File: src/player_pkg.sv
// player_pkg: shared widths, note codes, APB structs and note lookups for the melody player
package player_pkg;

   localparam int song_len = 150;                  // beats per song loop

   typedef logic [3:0]  digit_t;
   typedef logic [7:0]  beat_t;                    // 0 to 149
   typedef logic [4:0]  dur_t;                     // longest event is 17 beats
   typedef logic [6:0]  event_idx_t;
   typedef logic [13:0] tone_count_t;
   typedef logic        song_sel_t;

   localparam tone_count_t tone_max = 14'd16383;   // divider terminal count

   typedef enum logic [3:0] {
      rest, lo3, lo5, lo6, lo7, mid1, mid2, mid3, mid5, mid6, mid7, hi1
   } note_t;

   typedef struct packed {
      digit_t high;
      digit_t med;
      digit_t low;
   } note_digits_t;

   typedef struct packed {
      logic      play;                             // bit 2
      logic      pause;                            // bit 1
      song_sel_t song;                             // bit 0
   } player_ctrl_t;

   typedef struct packed {
      logic        psel;
      logic        penable;
      logic        pwrite;
      logic [3:0]  paddr;
      logic [31:0] pwdata;
   } apb_req_t;

   typedef struct packed {
      logic [31:0] prdata;
      logic        pready;
      logic        pslverr;
   } apb_rsp_t;

   localparam logic [3:0] ctrl_addr   = 4'h0;
   localparam logic [3:0] status_addr = 4'h4;

   // divider start value, higher preset gives a higher pitch
   function automatic tone_count_t note_preset(note_t n);
      case (n)
         lo3:     return 14'd7281;
         lo5:     return 14'd8730;
         lo6:     return 14'd9565;
         lo7:     return 14'd10310;
         mid1:    return 14'd10647;
         mid2:    return 14'd11272;
         mid3:    return 14'd11831;
         mid5:    return 14'd12556;
         mid6:    return 14'd12974;
         mid7:    return 14'd13347;
         hi1:     return 14'd13516;
         default: return tone_max;                 // rest, divider parked
      endcase
   endfunction

   function automatic note_digits_t note_to_digits(note_t n);
      note_digits_t d;
      d = '0;
      case (n)
         lo3:     d.low  = 4'd3;
         lo5:     d.low  = 4'd5;
         lo6:     d.low  = 4'd6;
         lo7:     d.low  = 4'd7;
         mid1:    d.med  = 4'd1;
         mid2:    d.med  = 4'd2;
         mid3:    d.med  = 4'd3;
         mid5:    d.med  = 4'd5;
         mid6:    d.med  = 4'd6;
         mid7:    d.med  = 4'd7;
         hi1:     d.high = 4'd1;
         default: d = '0;                          // rest blanks all digits
      endcase
      return d;
   endfunction

endpackage
File: src/music_player.sv
// music_player: APB-controlled two-song melody player with speaker and note display
`timescale 1ns/1ns
module music_player #(
   parameter int beat_div = 40000
) (
   input  logic                     clk_4hz,
   input  logic                     reset,
   input  player_pkg::apb_req_t     apb,
   output player_pkg::apb_rsp_t     apb_resp,
   output logic                     speaker,
   output player_pkg::note_digits_t digits
);

   player_pkg::player_ctrl_t ctrl;
   player_pkg::beat_t        beat;
   player_pkg::event_idx_t   event_idx;
   player_pkg::note_t        rom_note;
   player_pkg::dur_t         rom_dur;
   logic                     rom_last;
   player_pkg::note_t        note;

   player_regs regs0 (
      .clk_4hz  (clk_4hz),
      .reset    (reset),
      .apb      (apb),
      .apb_resp (apb_resp),
      .beat     (beat),
      .ctrl     (ctrl)
   );

   song_sequencer #(
      .beat_div (beat_div)
   ) seq0 (
      .clk_4hz   (clk_4hz),
      .reset     (reset),
      .ctrl      (ctrl),
      .rom_note  (rom_note),
      .rom_dur   (rom_dur),
      .rom_last  (rom_last),
      .event_idx (event_idx),
      .beat      (beat),
      .note      (note),
      .digits    (digits)
   );

   song_rom rom0 (
      .song      (ctrl.song),                                // table follows the selected song
      .event_idx (event_idx),
      .note      (rom_note),
      .dur       (rom_dur),
      .last      (rom_last)
   );

   tone_divider tone0 (
      .clk_4hz (clk_4hz),
      .reset   (reset),
      .note    (note),
      .speaker (speaker)
   );

endmodule

File: src/tone_divider.sv
// tone_divider: preset counter that toggles the speaker at the pitch of the current note
`timescale 1ns/1ns
module tone_divider (
   input  logic              clk_4hz,
   input  logic              reset,
   input  player_pkg::note_t note,
   output logic              speaker
);

   player_pkg::tone_count_t preset;
   player_pkg::tone_count_t count;
   player_pkg::note_t       note_q;
   logic                    terminal;
   logic                    changed;

   assign preset   = player_pkg::note_preset(note);
   assign terminal = (count == player_pkg::tone_max);
   assign changed  = (note != note_q);

   always_ff @(posedge clk_4hz)
   begin
      if (reset)
      begin
         count   <= '0;
         note_q  <= player_pkg::rest;
         speaker <= 1'b0;
      end
      else
      begin
         note_q <= note;
         if (changed || terminal)
         begin
            count <= preset;                                 // restart the half period
         end
         else
         begin
            count <= count + 1'b1;
         end

         if (note == player_pkg::rest)
         begin
            speaker <= 1'b0;                                 // silent during a rest
         end
         else if (terminal && !changed)
         begin
            speaker <= ~speaker;
         end
      end
   end

endmodule

File: src/song_sequencer.sv
// song_sequencer: beat prescaler, note-event walker and song position counter
`timescale 1ns/1ns
module song_sequencer #(
   parameter int beat_div = 40000
) (
   input  logic                     clk_4hz,
   input  logic                     reset,
   input  player_pkg::player_ctrl_t ctrl,
   input  player_pkg::note_t        rom_note,
   input  player_pkg::dur_t         rom_dur,
   input  logic                     rom_last,
   output player_pkg::event_idx_t   event_idx,
   output player_pkg::beat_t        beat,
   output player_pkg::note_t        note,
   output player_pkg::note_digits_t digits
);

   localparam int presc_w = (beat_div > 1) ? $clog2(beat_div) : 1;
   localparam player_pkg::beat_t last_beat = player_pkg::beat_t'(player_pkg::song_len - 1);

   logic [presc_w-1:0]    presc;
   player_pkg::dur_t      dur_left;                 // beats left after the current one
   player_pkg::song_sel_t song_q;
   logic                  active;
   logic                  restart;
   logic                  tick;
   logic                  load;

   assign restart = !ctrl.play || (ctrl.song != song_q);   // stopped or song switched
   assign tick    = active && !ctrl.pause && (presc == presc_w'(beat_div - 1));
   assign load    = !ctrl.pause && (!active || (tick && dur_left == '0));

   always_ff @(posedge clk_4hz)
   begin
      if (reset)
      begin
         song_q <= '0;
      end
      else
      begin
         song_q <= ctrl.song;                                // last seen song
      end
   end

   always_ff @(posedge clk_4hz)
   begin
      if (reset || restart)
      begin
         presc     <= '0;
         beat      <= '0;
         event_idx <= '0;
         dur_left  <= '0;
         active    <= 1'b0;
         note      <= player_pkg::rest;
         digits    <= '0;
      end
      else
      begin
         if (active && !ctrl.pause)
         begin
            presc <= tick ? '0 : presc + 1'b1;
         end
         if (tick)
         begin
            beat <= (beat == last_beat) ? '0 : beat + 1'b1;
         end
         if (load)
         begin
            // start of play or end of event, take the next one
            active    <= 1'b1;
            note      <= rom_note;
            digits    <= player_pkg::note_to_digits(rom_note);
            dur_left  <= rom_dur - 1'b1;
            event_idx <= rom_last ? '0 : event_idx + 1'b1;
         end
         else if (tick)
         begin
            dur_left <= dur_left - 1'b1;
         end
      end
   end

endmodule

File: src/song_rom.sv
// song_rom: both melodies stored as run-length note events, looked up combinationally
`timescale 1ns/1ns
module song_rom (
   input  player_pkg::song_sel_t  song,
   input  player_pkg::event_idx_t event_idx,
   output player_pkg::note_t      note,
   output player_pkg::dur_t       dur,
   output logic                   last
);

   typedef struct packed {
      player_pkg::note_t note;
      player_pkg::dur_t  dur;
   } event_t;

   localparam player_pkg::event_idx_t song0_last = 7'd76;
   localparam player_pkg::event_idx_t song1_last = 7'd34;

   event_t ev;

   always_comb
   begin
      if (song == 1'b0)
      begin
         case (event_idx)
            7'd0:    ev = '{player_pkg::lo3,  5'd4};
            7'd1:    ev = '{player_pkg::lo5,  5'd3};
            7'd2:    ev = '{player_pkg::lo6,  5'd1};
            7'd3:    ev = '{player_pkg::mid1, 5'd3};
            7'd4:    ev = '{player_pkg::mid2, 5'd1};
            7'd5:    ev = '{player_pkg::lo6,  5'd1};
            7'd6:    ev = '{player_pkg::mid1, 5'd1};
            7'd7:    ev = '{player_pkg::lo5,  5'd2};
            7'd8:    ev = '{player_pkg::mid5, 5'd3};
            7'd9:    ev = '{player_pkg::hi1,  5'd1};   // only high-octave note
            7'd10:   ev = '{player_pkg::mid6, 5'd1};
            7'd11:   ev = '{player_pkg::mid5, 5'd1};
            7'd12:   ev = '{player_pkg::mid3, 5'd1};
            7'd13:   ev = '{player_pkg::mid5, 5'd1};
            7'd14:   ev = '{player_pkg::mid2, 5'd11};
            7'd15:   ev = '{player_pkg::mid3, 5'd1};
            7'd16:   ev = '{player_pkg::lo7,  5'd2};
            7'd17:   ev = '{player_pkg::lo6,  5'd2};
            7'd18:   ev = '{player_pkg::lo5,  5'd3};
            7'd19:   ev = '{player_pkg::lo6,  5'd1};
            7'd20:   ev = '{player_pkg::mid1, 5'd2};
            7'd21:   ev = '{player_pkg::mid2, 5'd2};
            7'd22:   ev = '{player_pkg::lo3,  5'd2};
            7'd23:   ev = '{player_pkg::mid1, 5'd2};
            7'd24:   ev = '{player_pkg::lo6,  5'd1};
            7'd25:   ev = '{player_pkg::lo5,  5'd1};
            7'd26:   ev = '{player_pkg::lo6,  5'd1};
            7'd27:   ev = '{player_pkg::mid1, 5'd1};
            7'd28:   ev = '{player_pkg::lo5,  5'd8};
            7'd29:   ev = '{player_pkg::mid3, 5'd3};
            7'd30:   ev = '{player_pkg::mid5, 5'd1};
            7'd31:   ev = '{player_pkg::lo7,  5'd2};
            7'd32:   ev = '{player_pkg::mid2, 5'd2};
            7'd33:   ev = '{player_pkg::lo6,  5'd1};
            7'd34:   ev = '{player_pkg::mid1, 5'd1};
            7'd35:   ev = '{player_pkg::lo5,  5'd4};
            7'd36:   ev = '{player_pkg::rest, 5'd2};   // beats 78 and 79
            7'd37:   ev = '{player_pkg::lo3,  5'd1};
            7'd38:   ev = '{player_pkg::lo5,  5'd2};
            7'd39:   ev = '{player_pkg::lo3,  5'd1};
            7'd40:   ev = '{player_pkg::lo5,  5'd1};
            7'd41:   ev = '{player_pkg::lo6,  5'd1};
            7'd42:   ev = '{player_pkg::lo7,  5'd1};
            7'd43:   ev = '{player_pkg::mid2, 5'd1};
            7'd44:   ev = '{player_pkg::lo6,  5'd6};
            7'd45:   ev = '{player_pkg::lo5,  5'd1};
            7'd46:   ev = '{player_pkg::lo6,  5'd1};
            7'd47:   ev = '{player_pkg::mid1, 5'd3};
            7'd48:   ev = '{player_pkg::mid2, 5'd1};
            7'd49:   ev = '{player_pkg::mid5, 5'd2};
            7'd50:   ev = '{player_pkg::mid3, 5'd2};
            7'd51:   ev = '{player_pkg::mid2, 5'd2};
            7'd52:   ev = '{player_pkg::mid3, 5'd1};
            7'd53:   ev = '{player_pkg::mid2, 5'd1};
            7'd54:   ev = '{player_pkg::mid1, 5'd2};
            7'd55:   ev = '{player_pkg::lo6,  5'd1};
            7'd56:   ev = '{player_pkg::lo5,  5'd1};
            7'd57:   ev = '{player_pkg::lo3,  5'd4};
            7'd58:   ev = '{player_pkg::mid1, 5'd4};
            7'd59:   ev = '{player_pkg::lo6,  5'd1};
            7'd60:   ev = '{player_pkg::mid1, 5'd1};
            7'd61:   ev = '{player_pkg::lo6,  5'd1};
            7'd62:   ev = '{player_pkg::lo5,  5'd1};
            7'd63:   ev = '{player_pkg::lo3,  5'd1};
            7'd64:   ev = '{player_pkg::lo5,  5'd1};
            7'd65:   ev = '{player_pkg::lo6,  5'd1};
            7'd66:   ev = '{player_pkg::mid1, 5'd1};
            7'd67:   ev = '{player_pkg::lo5,  5'd6};
            7'd68:   ev = '{player_pkg::mid3, 5'd1};
            7'd69:   ev = '{player_pkg::mid5, 5'd1};
            7'd70:   ev = '{player_pkg::mid2, 5'd1};
            7'd71:   ev = '{player_pkg::mid3, 5'd1};
            7'd72:   ev = '{player_pkg::mid2, 5'd1};
            7'd73:   ev = '{player_pkg::mid1, 5'd1};
            7'd74:   ev = '{player_pkg::lo7,  5'd2};
            7'd75:   ev = '{player_pkg::lo6,  5'd2};
            7'd76:   ev = '{player_pkg::lo5,  5'd6};   // ends on beat 149
            default: ev = '{player_pkg::rest, 5'd1};
         endcase
      end
      else
      begin
         case (event_idx)
            7'd0:    ev = '{player_pkg::mid3, 5'd2};
            7'd1:    ev = '{player_pkg::mid2, 5'd2};
            7'd2:    ev = '{player_pkg::mid3, 5'd10};
            7'd3:    ev = '{player_pkg::mid2, 5'd2};
            7'd4:    ev = '{player_pkg::mid3, 5'd2};
            7'd5:    ev = '{player_pkg::mid2, 5'd2};
            7'd6:    ev = '{player_pkg::mid1, 5'd12};
            7'd7:    ev = '{player_pkg::lo6,  5'd2};
            7'd8:    ev = '{player_pkg::mid1, 5'd2};
            7'd9:    ev = '{player_pkg::mid2, 5'd6};
            7'd10:   ev = '{player_pkg::mid3, 5'd2};
            7'd11:   ev = '{player_pkg::mid2, 5'd2};
            7'd12:   ev = '{player_pkg::mid1, 5'd2};
            7'd13:   ev = '{player_pkg::lo6,  5'd2};
            7'd14:   ev = '{player_pkg::mid1, 5'd2};
            7'd15:   ev = '{player_pkg::lo5,  5'd16};
            7'd16:   ev = '{player_pkg::mid3, 5'd2};   // second verse
            7'd17:   ev = '{player_pkg::mid2, 5'd2};
            7'd18:   ev = '{player_pkg::mid3, 5'd10};
            7'd19:   ev = '{player_pkg::mid2, 5'd2};
            7'd20:   ev = '{player_pkg::mid3, 5'd2};
            7'd21:   ev = '{player_pkg::mid2, 5'd2};
            7'd22:   ev = '{player_pkg::mid1, 5'd17};  // longest event
            7'd23:   ev = '{player_pkg::lo6,  5'd2};
            7'd24:   ev = '{player_pkg::mid1, 5'd2};
            7'd25:   ev = '{player_pkg::mid2, 5'd6};
            7'd26:   ev = '{player_pkg::mid3, 5'd2};
            7'd27:   ev = '{player_pkg::mid2, 5'd2};
            7'd28:   ev = '{player_pkg::mid1, 5'd2};
            7'd29:   ev = '{player_pkg::lo6,  5'd2};
            7'd30:   ev = '{player_pkg::mid1, 5'd2};
            7'd31:   ev = '{player_pkg::mid2, 5'd16};
            7'd32:   ev = '{player_pkg::mid3, 5'd2};
            7'd33:   ev = '{player_pkg::mid2, 5'd2};
            7'd34:   ev = '{player_pkg::mid3, 5'd5};
            default: ev = '{player_pkg::rest, 5'd1};
         endcase
      end
   end

   assign note = ev.note;
   assign dur  = ev.dur;
   assign last = (song == 1'b0) ? (event_idx == song0_last) : (event_idx == song1_last);

endmodule

File: src/player_regs.sv
// player_regs: zero-wait APB slave with the control register and the beat status readback
`timescale 1ns/1ns
module player_regs (
   input  logic                     clk_4hz,
   input  logic                     reset,
   input  player_pkg::apb_req_t     apb,
   output player_pkg::apb_rsp_t     apb_resp,
   input  player_pkg::beat_t        beat,
   output player_pkg::player_ctrl_t ctrl
);

   logic access;
   logic ctrl_hit;
   logic status_hit;
   logic bad;
   logic wr_en;
   logic rd_en;

   assign access     = apb.psel & apb.penable;               // access phase
   assign ctrl_hit   = (apb.paddr == player_pkg::ctrl_addr);
   assign status_hit = (apb.paddr == player_pkg::status_addr);

   // unmapped offset, or a write to the read-only status
   assign bad = (!ctrl_hit && !status_hit) || (status_hit && apb.pwrite);

   assign wr_en = access & apb.pwrite & !bad;
   assign rd_en = access & !apb.pwrite & !bad;

   always_ff @(posedge clk_4hz)
   begin
      if (reset)
      begin
         ctrl <= '0;
      end
      else if (wr_en && ctrl_hit)
      begin
         ctrl <= player_pkg::player_ctrl_t'(apb.pwdata[2:0]);  // play, pause, song
      end
   end

   always_comb
   begin
      apb_resp.pready  = 1'b1;                               // never stalls
      apb_resp.pslverr = access & bad;
      apb_resp.prdata  = '0;
      if (rd_en)
      begin
         if (ctrl_hit)
         begin
            apb_resp.prdata = 32'(ctrl);
         end
         else
         begin
            apb_resp.prdata = 32'(beat);                     // song position
         end
      end
   end

endmodule

File: config.mk
export PLATFORM = sky130hd
export DESIGN_NAME = music_player
export DESIGN_NICKNAME = d
export VERILOG_FILES = /design/src/player_pkg.sv /design/src/music_player.sv /design/src/tone_divider.sv /design/src/song_sequencer.sv /design/src/song_rom.sv /design/src/player_regs.sv
export SDC_FILE = /design/constraint.sdc
export NUM_CORES = 1
export LEC_CHECK = 0
export ABC_AREA = 1
export BUFFER_PORTS_ARGS = -buffer_cell sky130_fd_sc_hd__buf_2
export CAP_MARGIN = 30
export CORE_MARGIN = 2
export CORE_UTILIZATION = 25
export CTS_BUF_LIST = sky130_fd_sc_hd__clkbuf_8
export DETAILED_ROUTE_END_ITERATION = 12
export PLACE_DENSITY_LB_ADDON = 0.25
export SYNTH_ARGS = -nofsm -noshare
export SYNTH_HDL_FRONTEND = slang
export SYNTH_HIERARCHICAL = 1
export SYNTH_SLANG_ARGS = --single-unit
File: constraint.sdc
create_clock -name clk_4hz -period 3 [get_ports clk_4hz]
set_clock_uncertainty 0.15 [all_clocks]
set_input_delay 0.15 -clock clk_4hz [delete_from_list [all_inputs] [get_ports clk_4hz]]
set_output_delay 0.15 -clock clk_4hz [all_outputs]
set_load 0.1 [all_outputs]
## Word-level counts from Yosys, hierarchy flattened

Memories as Yosys holds them, arrays and structs flattened. A register that Yosys moved wholly into a read port is not among the register bits.
Cells that the tools add are included.

- Add/subtract/negate cells: 6
- Mux-type cells: 20
- Bitwise operators: 7
- Reductions and logical operators: 26
- Equality and inequality tests: 19

Operators by type and width:

| cell | number |
|---|---|
| $mux W32 | 1 |
| $mux W7 | 3 |
| $eq A4 B3 Y1 const B | 5 |
| $mux W9 | 2 |
| $pmux W3 S6 | 1 |
| $add A16 B1 Y16 const B | 1 |
| $eq A16 B16 Y1 const B | 1 |
| $eq A4 B4 Y1 const B | 4 |
| $mux W16 | 1 |
| $mux W8 | 2 |
| $add A14 B1 Y14 const B | 1 |
| $eq A14 B14 Y1 const B | 1 |
| $mux W14 | 1 |
| $mux W6 | 2 |
| $pmux W3 S4 | 1 |
| $mux W5 | 2 |
| $sub A5 B1 Y5 const B | 2 |
| $add A8 B1 Y8 const B | 1 |
| $eq A4 B2 Y1 const B | 2 |
| $eq A8 B8 Y1 const B | 1 |
| $logic_and A1 B1 Y1 | 8 |
| $logic_not A1 Y1 | 8 |
| $logic_not A4 Y1 | 2 |
| $mux W4 | 2 |
| other kinds (13) | 23 |

- Logic and storage cells: 97
- Register bits after elaboration: 76
- Bits in read-only memories: 1760
- Memories: 3

Memory list:

| name | words | width | rd ports | clocked after memory_dff | wr ports | line | source |
|---|---|---|---|---|---|---|---|
| (name not given) | 128 | 8 | 1 | 1 | 0 | song_rom.sv:25 | `case (event_idx)` |
| (name not given) | 64 | 8 | 1 | 1 | 0 | song_rom.sv:108 | `case (event_idx)` |
| (name not given) | 16 | 14 | 1 | 1 | 0 | player_pkg.sv:50 | `case (n)` |

## Logic depth before layout (Yosys ltp)

- Depth after elaboration: 8
- Depth in mapped cells: 21
- Mapped depth without buffers: 21

## By module

The synthesis kept the hierarchy.

By module, submodules not included:

| module | area each (um^2) | times used | cells each |
|---|---|---|---|
| song_sequencer | 2602.5 | 1 | 348 |
| tone_divider | 1427.6 | 1 | 243 |
| song_rom | 1202.4 | 1 | 252 |
| player_regs | 500.5 | 1 | 82 |

## Worst setup path after synthesis

No wires, ideal clock.

- Path kind: reg2reg
- Start point: register seq0/event_idx[0] (netlist name)
- End point: register seq0.dur_left[4]
- Path buffers: 0
- Setup time: 0.109 ns
- Period minus slack after synthesis: 2.479 ns
- Stages on the path, launching flop included: 20
- Arrival: 2.220 ns
- Path slack: 0.521 ns
- Path through: dfxtp_1 -> inv_1 -> ha_1 -> nand2_1 -> nand2_1 -> nand2_1 -> nand2_1 -> inv_1 -> nand2_1 -> nand3_1 -> a21oi_1 -> nand3b_1 -> nand2_2 -> ha_1 -> nand3_1 -> inv_1 -> nand3_1 -> nand3_1 -> nand2_1 -> inv_1

RTL lines:

| what | line | source |
|---|---|---|
| end signal: assignment | song_sequencer.sv:73 | `dur_left <= rom_dur - 1'b1;` |
| end signal: assignment | song_sequencer.sv:78 | `dur_left <= dur_left - 1'b1;` |
| end: declaration | song_sequencer.sv:22 | `player_pkg::dur_t dur_left;` |

==> metrics.md <==
| Metric | Value |
|---|---|
| Top cells by area in the synthesized netlist | sky130_fd_sc_hd__dfxtp_1 25%, sky130_fd_sc_hd__nand2_1 15%, sky130_fd_sc_hd__inv_1 8.3% |
| Port Buffers | 28 |
| Cell depth of the worst min-delay path | 6 |
| Layout fillers | 2525 |
| First-pass GRT wire length | 25420 um |
| Endpoints failing hold | 0 |
| Data arrival time of the critical path | 2.83 ns |
| DRT antenna net count | 0 |
| Effective utilization at floorplan | 25.40% |
| Site Rows | 55 |
| Overall overflow remaining after global route | 0 |
| Floorplan die width | 155.4 um |
| Total routing usage reported by global routing | 12.83% |
| Power density relative to cell area | 323.7 mW/mm^2 |
| Post_cts resized | 0 |
| Max rail drop VDD | 0.1863 mV |
| Slew Limit Headroom | 63.17% |
| Class of the tightest hold or removal check | in2reg |
| Classification of the worst setup path | reg2reg |
| List of cells traversed by the critical path | inv_1 > buf_4 > ha_1 > nand2_1 > inv_1 > nand2_1 > nand2_1 > a21oi_1 > nand3b_1 > nand3_1 > nand2_1 > nor2_1 > nand2_1 > a311oi_2 |
| Number of buffers and inverters on the critical path | 3 |
| Area fraction in compound gates after synthesis | 12.92% |
| Number of enable flip-flop cells after synthesis | 0 |
| Post-synthesis register bit count | 71 |
| Fmax | 369.7 MHz |
| Clock tree from TritonCTS | built |
| Core Area | 0.02257 mm^2 |
| Total standard cell area after synthesis | 0.005733 mm^2 |
| Total I/O pin count | 88 |
| Placer Congestion | 0.9141 |
| Wire per inst | 11.91 um |
| Post-synthesis area per instance | 6.198 um^2 |
| Critical Path Fanout Max | 5 |
| Fin crit period | 2.705 ns |
| Number of global-route vias before repair | 5301 |
| CTS HTree Levels | 3 |
| Total detailed-routing wirelength | 14930 um |
| Post-synth top area share | 24.79% |
| RSZ-0062 raised after global routing | no |
| Post-synth top flop | sky130_fd_sc_hd__dfxtp_1 |
| Static power due to leakage | 0.002869 uW |
| Setup slack at placement | 0.3166 ns |
| Cell mode on critical path | sky130_fd_sc_hd__nand2_1 |
| Final Max Slew Viols | 0 |
| Layout cells sized above 1 | 11.87% |
| Distinct cells, synth | 52 |
| Vias/cell | 4.495 |
| Post-Synth XOR/XNOR Area | 1.833% |
| Worst-case reg-to-reg path depth | 14 |
| Cts bufs inserted | 9 |
| Router iterations before antenna repair | 5 |
| Reg-to-Reg Start | seq0/event_idx[0] |
| Fin nets | 1025 |
| Area delta synth->final | 11.33% |
| Slowest cell on the critical path | sky130_fd_sc_hd__dfxtp_1 |
| Ant. Diodes | 0 |
| Share of the yosys chip area belonging to registers | 24.79% |
| Reg-to-reg critical path endpoint | seq0/digits[4] |
| Mux contribution to synthesized area | 0% |
| Count of warnings emitted by yosys | 6 |
| Vias post-DR | 5637 |
| Kind of capture point of the worst setup path | flop |
| Pin count of the biggest net entering global routing | 24 |
| Synth Area in Simple Gates | 40.14% |
| Reg area | 0.001421 mm^2 |
| Total negative setup slack | 0 ns |
| Height of the chip | 155.4 um |
| Most used cells in the layout excluding fill and tap cells | 231 x sky130_fd_sc_hd__nand2_1, 128 x sky130_fd_sc_hd__inv_1, 113 x sky130_fd_sc_hd__nor2_1 |
| Synthesized-area fraction occupied by adder cells | 4.365% |
| Footprint of the multi-input gates | 0.003510 mm^2 |
| Period Utilization, post-route | 90.18% |
| Most common cell after layout, fill and taps aside | sky130_fd_sc_hd__nand2_1 |
| Total of hold buffers inserted after clock tree synthesis | 7 |
| Total of max-cap violations | 0 |
| Hold path start | apb[32] |
| Setup slack, reg-to-reg | 0.29 ns |
| Clk sinks | 71 |
| Clock tree buffer depth | 2 |
| Worst-Margin Slew | 0.5517 ns |
| Gate count of the mapped netlist | 925 |
| Drc violations | 0 |
| Data required time at the worst endpoint | 3.12 ns |
| CP peak stage delay | 0.36 ns |
| Fraction of registers with async set/reset | 0% |
| Source-to-sink clock delay at the later pin of the worst-skew pair | 0.36 ns |
| DRC marker count from the first detailed-route iteration | 445 |
| Dominant combinational cell family by area after synthesis | simple AND/OR/NAND/NOR gates |
| Buffer count from post-CTS setup fixing | 0 |
| Cell type group with the largest total delay on the critical path | simple AND/OR/NAND/NOR gates |
| Startpoint Class | flop |
| Library cell with the largest summed area after synthesis | sky130_fd_sc_hd__dfxtp_1 |
| Clock Root Buffer | sky130_fd_sc_hd__clkbuf_8 |
| Worst Hold Path EP | regs0/ctrl[2] |
| Antenna violations before repair | 0 |
| Worst-path clk slew | 0.08 ns |
| Final setup violation count | 0 |
| Min setup slack post-route | 0.2947 ns |
| Result of the run | complete, no violations |
| Full die area | 0.02416 mm^2 |
| HPWL after DPL | 11190 um |
[metal layers]
metal / up-vias / wire length (um) / track usage, %
met5: - / 0 / 0
met1: 2493 / 7172 / 17.15
met2: 150 / 6719 / 21.13
li1: 2976 / - / -
met3: 18 / 845 / 2.758
met4: 0 / 195 / 2.971
[kinds of logic after synthesis]
kind of cell | after synthesis
AO/OA/AOI/OAI | 135
XOR/XNOR | 12
adder cells (fa/ha/maj) | 20
buffers and inverters | 188
flip-flops | 71
other | 3
AND/OR/NAND/NOR | 496
[worst max-delay path by stage]
stage	slack, ns	end	startpoint	cells past startpoint
6_report	0.29	seq0/digits[4]	seq0/event_idx[0]	14
2_1_floorplan	0.52	seq0/dur_left[4]	seq0/event_idx[0]	19
5_1_grt	0.09	seq0/dur_left[4]	seq0/event_idx[1]	19
4_1_cts	0.31	seq0/dur_left[4]	seq0/event_idx[1]	19
3_3_place_gp	0.35	seq0/dur_left[4]	seq0/event_idx[1]	19
3_5_place_dp	0.32	seq0/dur_left[4]	seq0/event_idx[1]	19
[sequential cells by signal, summed over array words and instances (netlist names)]
signal	cells
seq0/event_idx	7
tone0/note_q	4
seq0/song_q	1
tone0/speaker	1
seq0/dur_left	5
regs0/ctrl	3
tone0/count	14
seq0/digits	7
seq0/active	1
seq0/note	4
seq0/beat	8
seq0/presc	16
[synth_stat cells (6+ instances only)]
master,n
sky130_fd_sc_hd__a21oi_1,45
sky130_fd_sc_hd__a31oi_1,7
sky130_fd_sc_hd__buf_2,7
sky130_fd_sc_hd__buf_4,32
sky130_fd_sc_hd__buf_6,8
sky130_fd_sc_hd__dfxtp_1,71
sky130_fd_sc_hd__ha_1,20
sky130_fd_sc_hd__inv_1,127
sky130_fd_sc_hd__inv_2,8
sky130_fd_sc_hd__nand2_1,231
sky130_fd_sc_hd__nand2_2,13
sky130_fd_sc_hd__nand3_1,63
sky130_fd_sc_hd__nand4_1,21
sky130_fd_sc_hd__nor2_1,113
sky130_fd_sc_hd__nor2_2,6
sky130_fd_sc_hd__nor2_4,10
sky130_fd_sc_hd__nor3_1,12
sky130_fd_sc_hd__o21ai_0,61
sky130_fd_sc_hd__xnor2_1,6
sky130_fd_sc_hd__xor2_1,6
[per-stage QoR]
step | util, % | instance area, um^2 | power [uW] | std cells | hold slack (ns)
finish | 28.28 | 6382 | 2066 | 1254 | 0.1218
global route | 28.28 | 6382 | 2157 | 1254 | 0.1252
CTS | 28.28 | 6382 | 2104 | 1254 | 0.09800
global placement | 26.98 | 6090 | 1208 | 1231 | 0.3036
detailed placement | 26.98 | 6090 | 1209 | 1231 | 0.3089
floorplan | - | 5834 | 1218 | 952 | 0.07238
[worst register-to-register path: stages (launching register included)]
cell and delay, ns:
sky130_fd_sc_hd__dfxtp_1 0.36, sky130_fd_sc_hd__inv_1 0.08, sky130_fd_sc_hd__buf_4 0.15, sky130_fd_sc_hd__ha_1 0.26, sky130_fd_sc_hd__nand2_1 0.19, sky130_fd_sc_hd__inv_1 0.08, sky130_fd_sc_hd__nand2_1 0.08, sky130_fd_sc_hd__nand2_1 0.05
sky130_fd_sc_hd__a21oi_1 0.20, sky130_fd_sc_hd__nand3b_1 0.14, sky130_fd_sc_hd__nand3_1 0.12, sky130_fd_sc_hd__nand2_1 0.10, sky130_fd_sc_hd__nor2_1 0.27, sky130_fd_sc_hd__nand2_1 0.10, sky130_fd_sc_hd__a311oi_2 0.27
[area by class of cell]
class                           count  share of cell area, %
Clock buffer                       10                  2.156
Tap cell                          285                  5.587
Clock inverter                      6                  1.333
Inverter                          137                  8.175
Multi-Input combinational cell    693                  54.99
Timing Repair Buffer               52                  5.489
Sequential cell                    71                  22.27
[power breakdown]
part	total (uW)	switching, uW	internal (uW)
clock network	876	388	488
registers	952	4.88	947
logic	238	211	27.2
No activity file was read; power rests on OpenSTA's default activity.
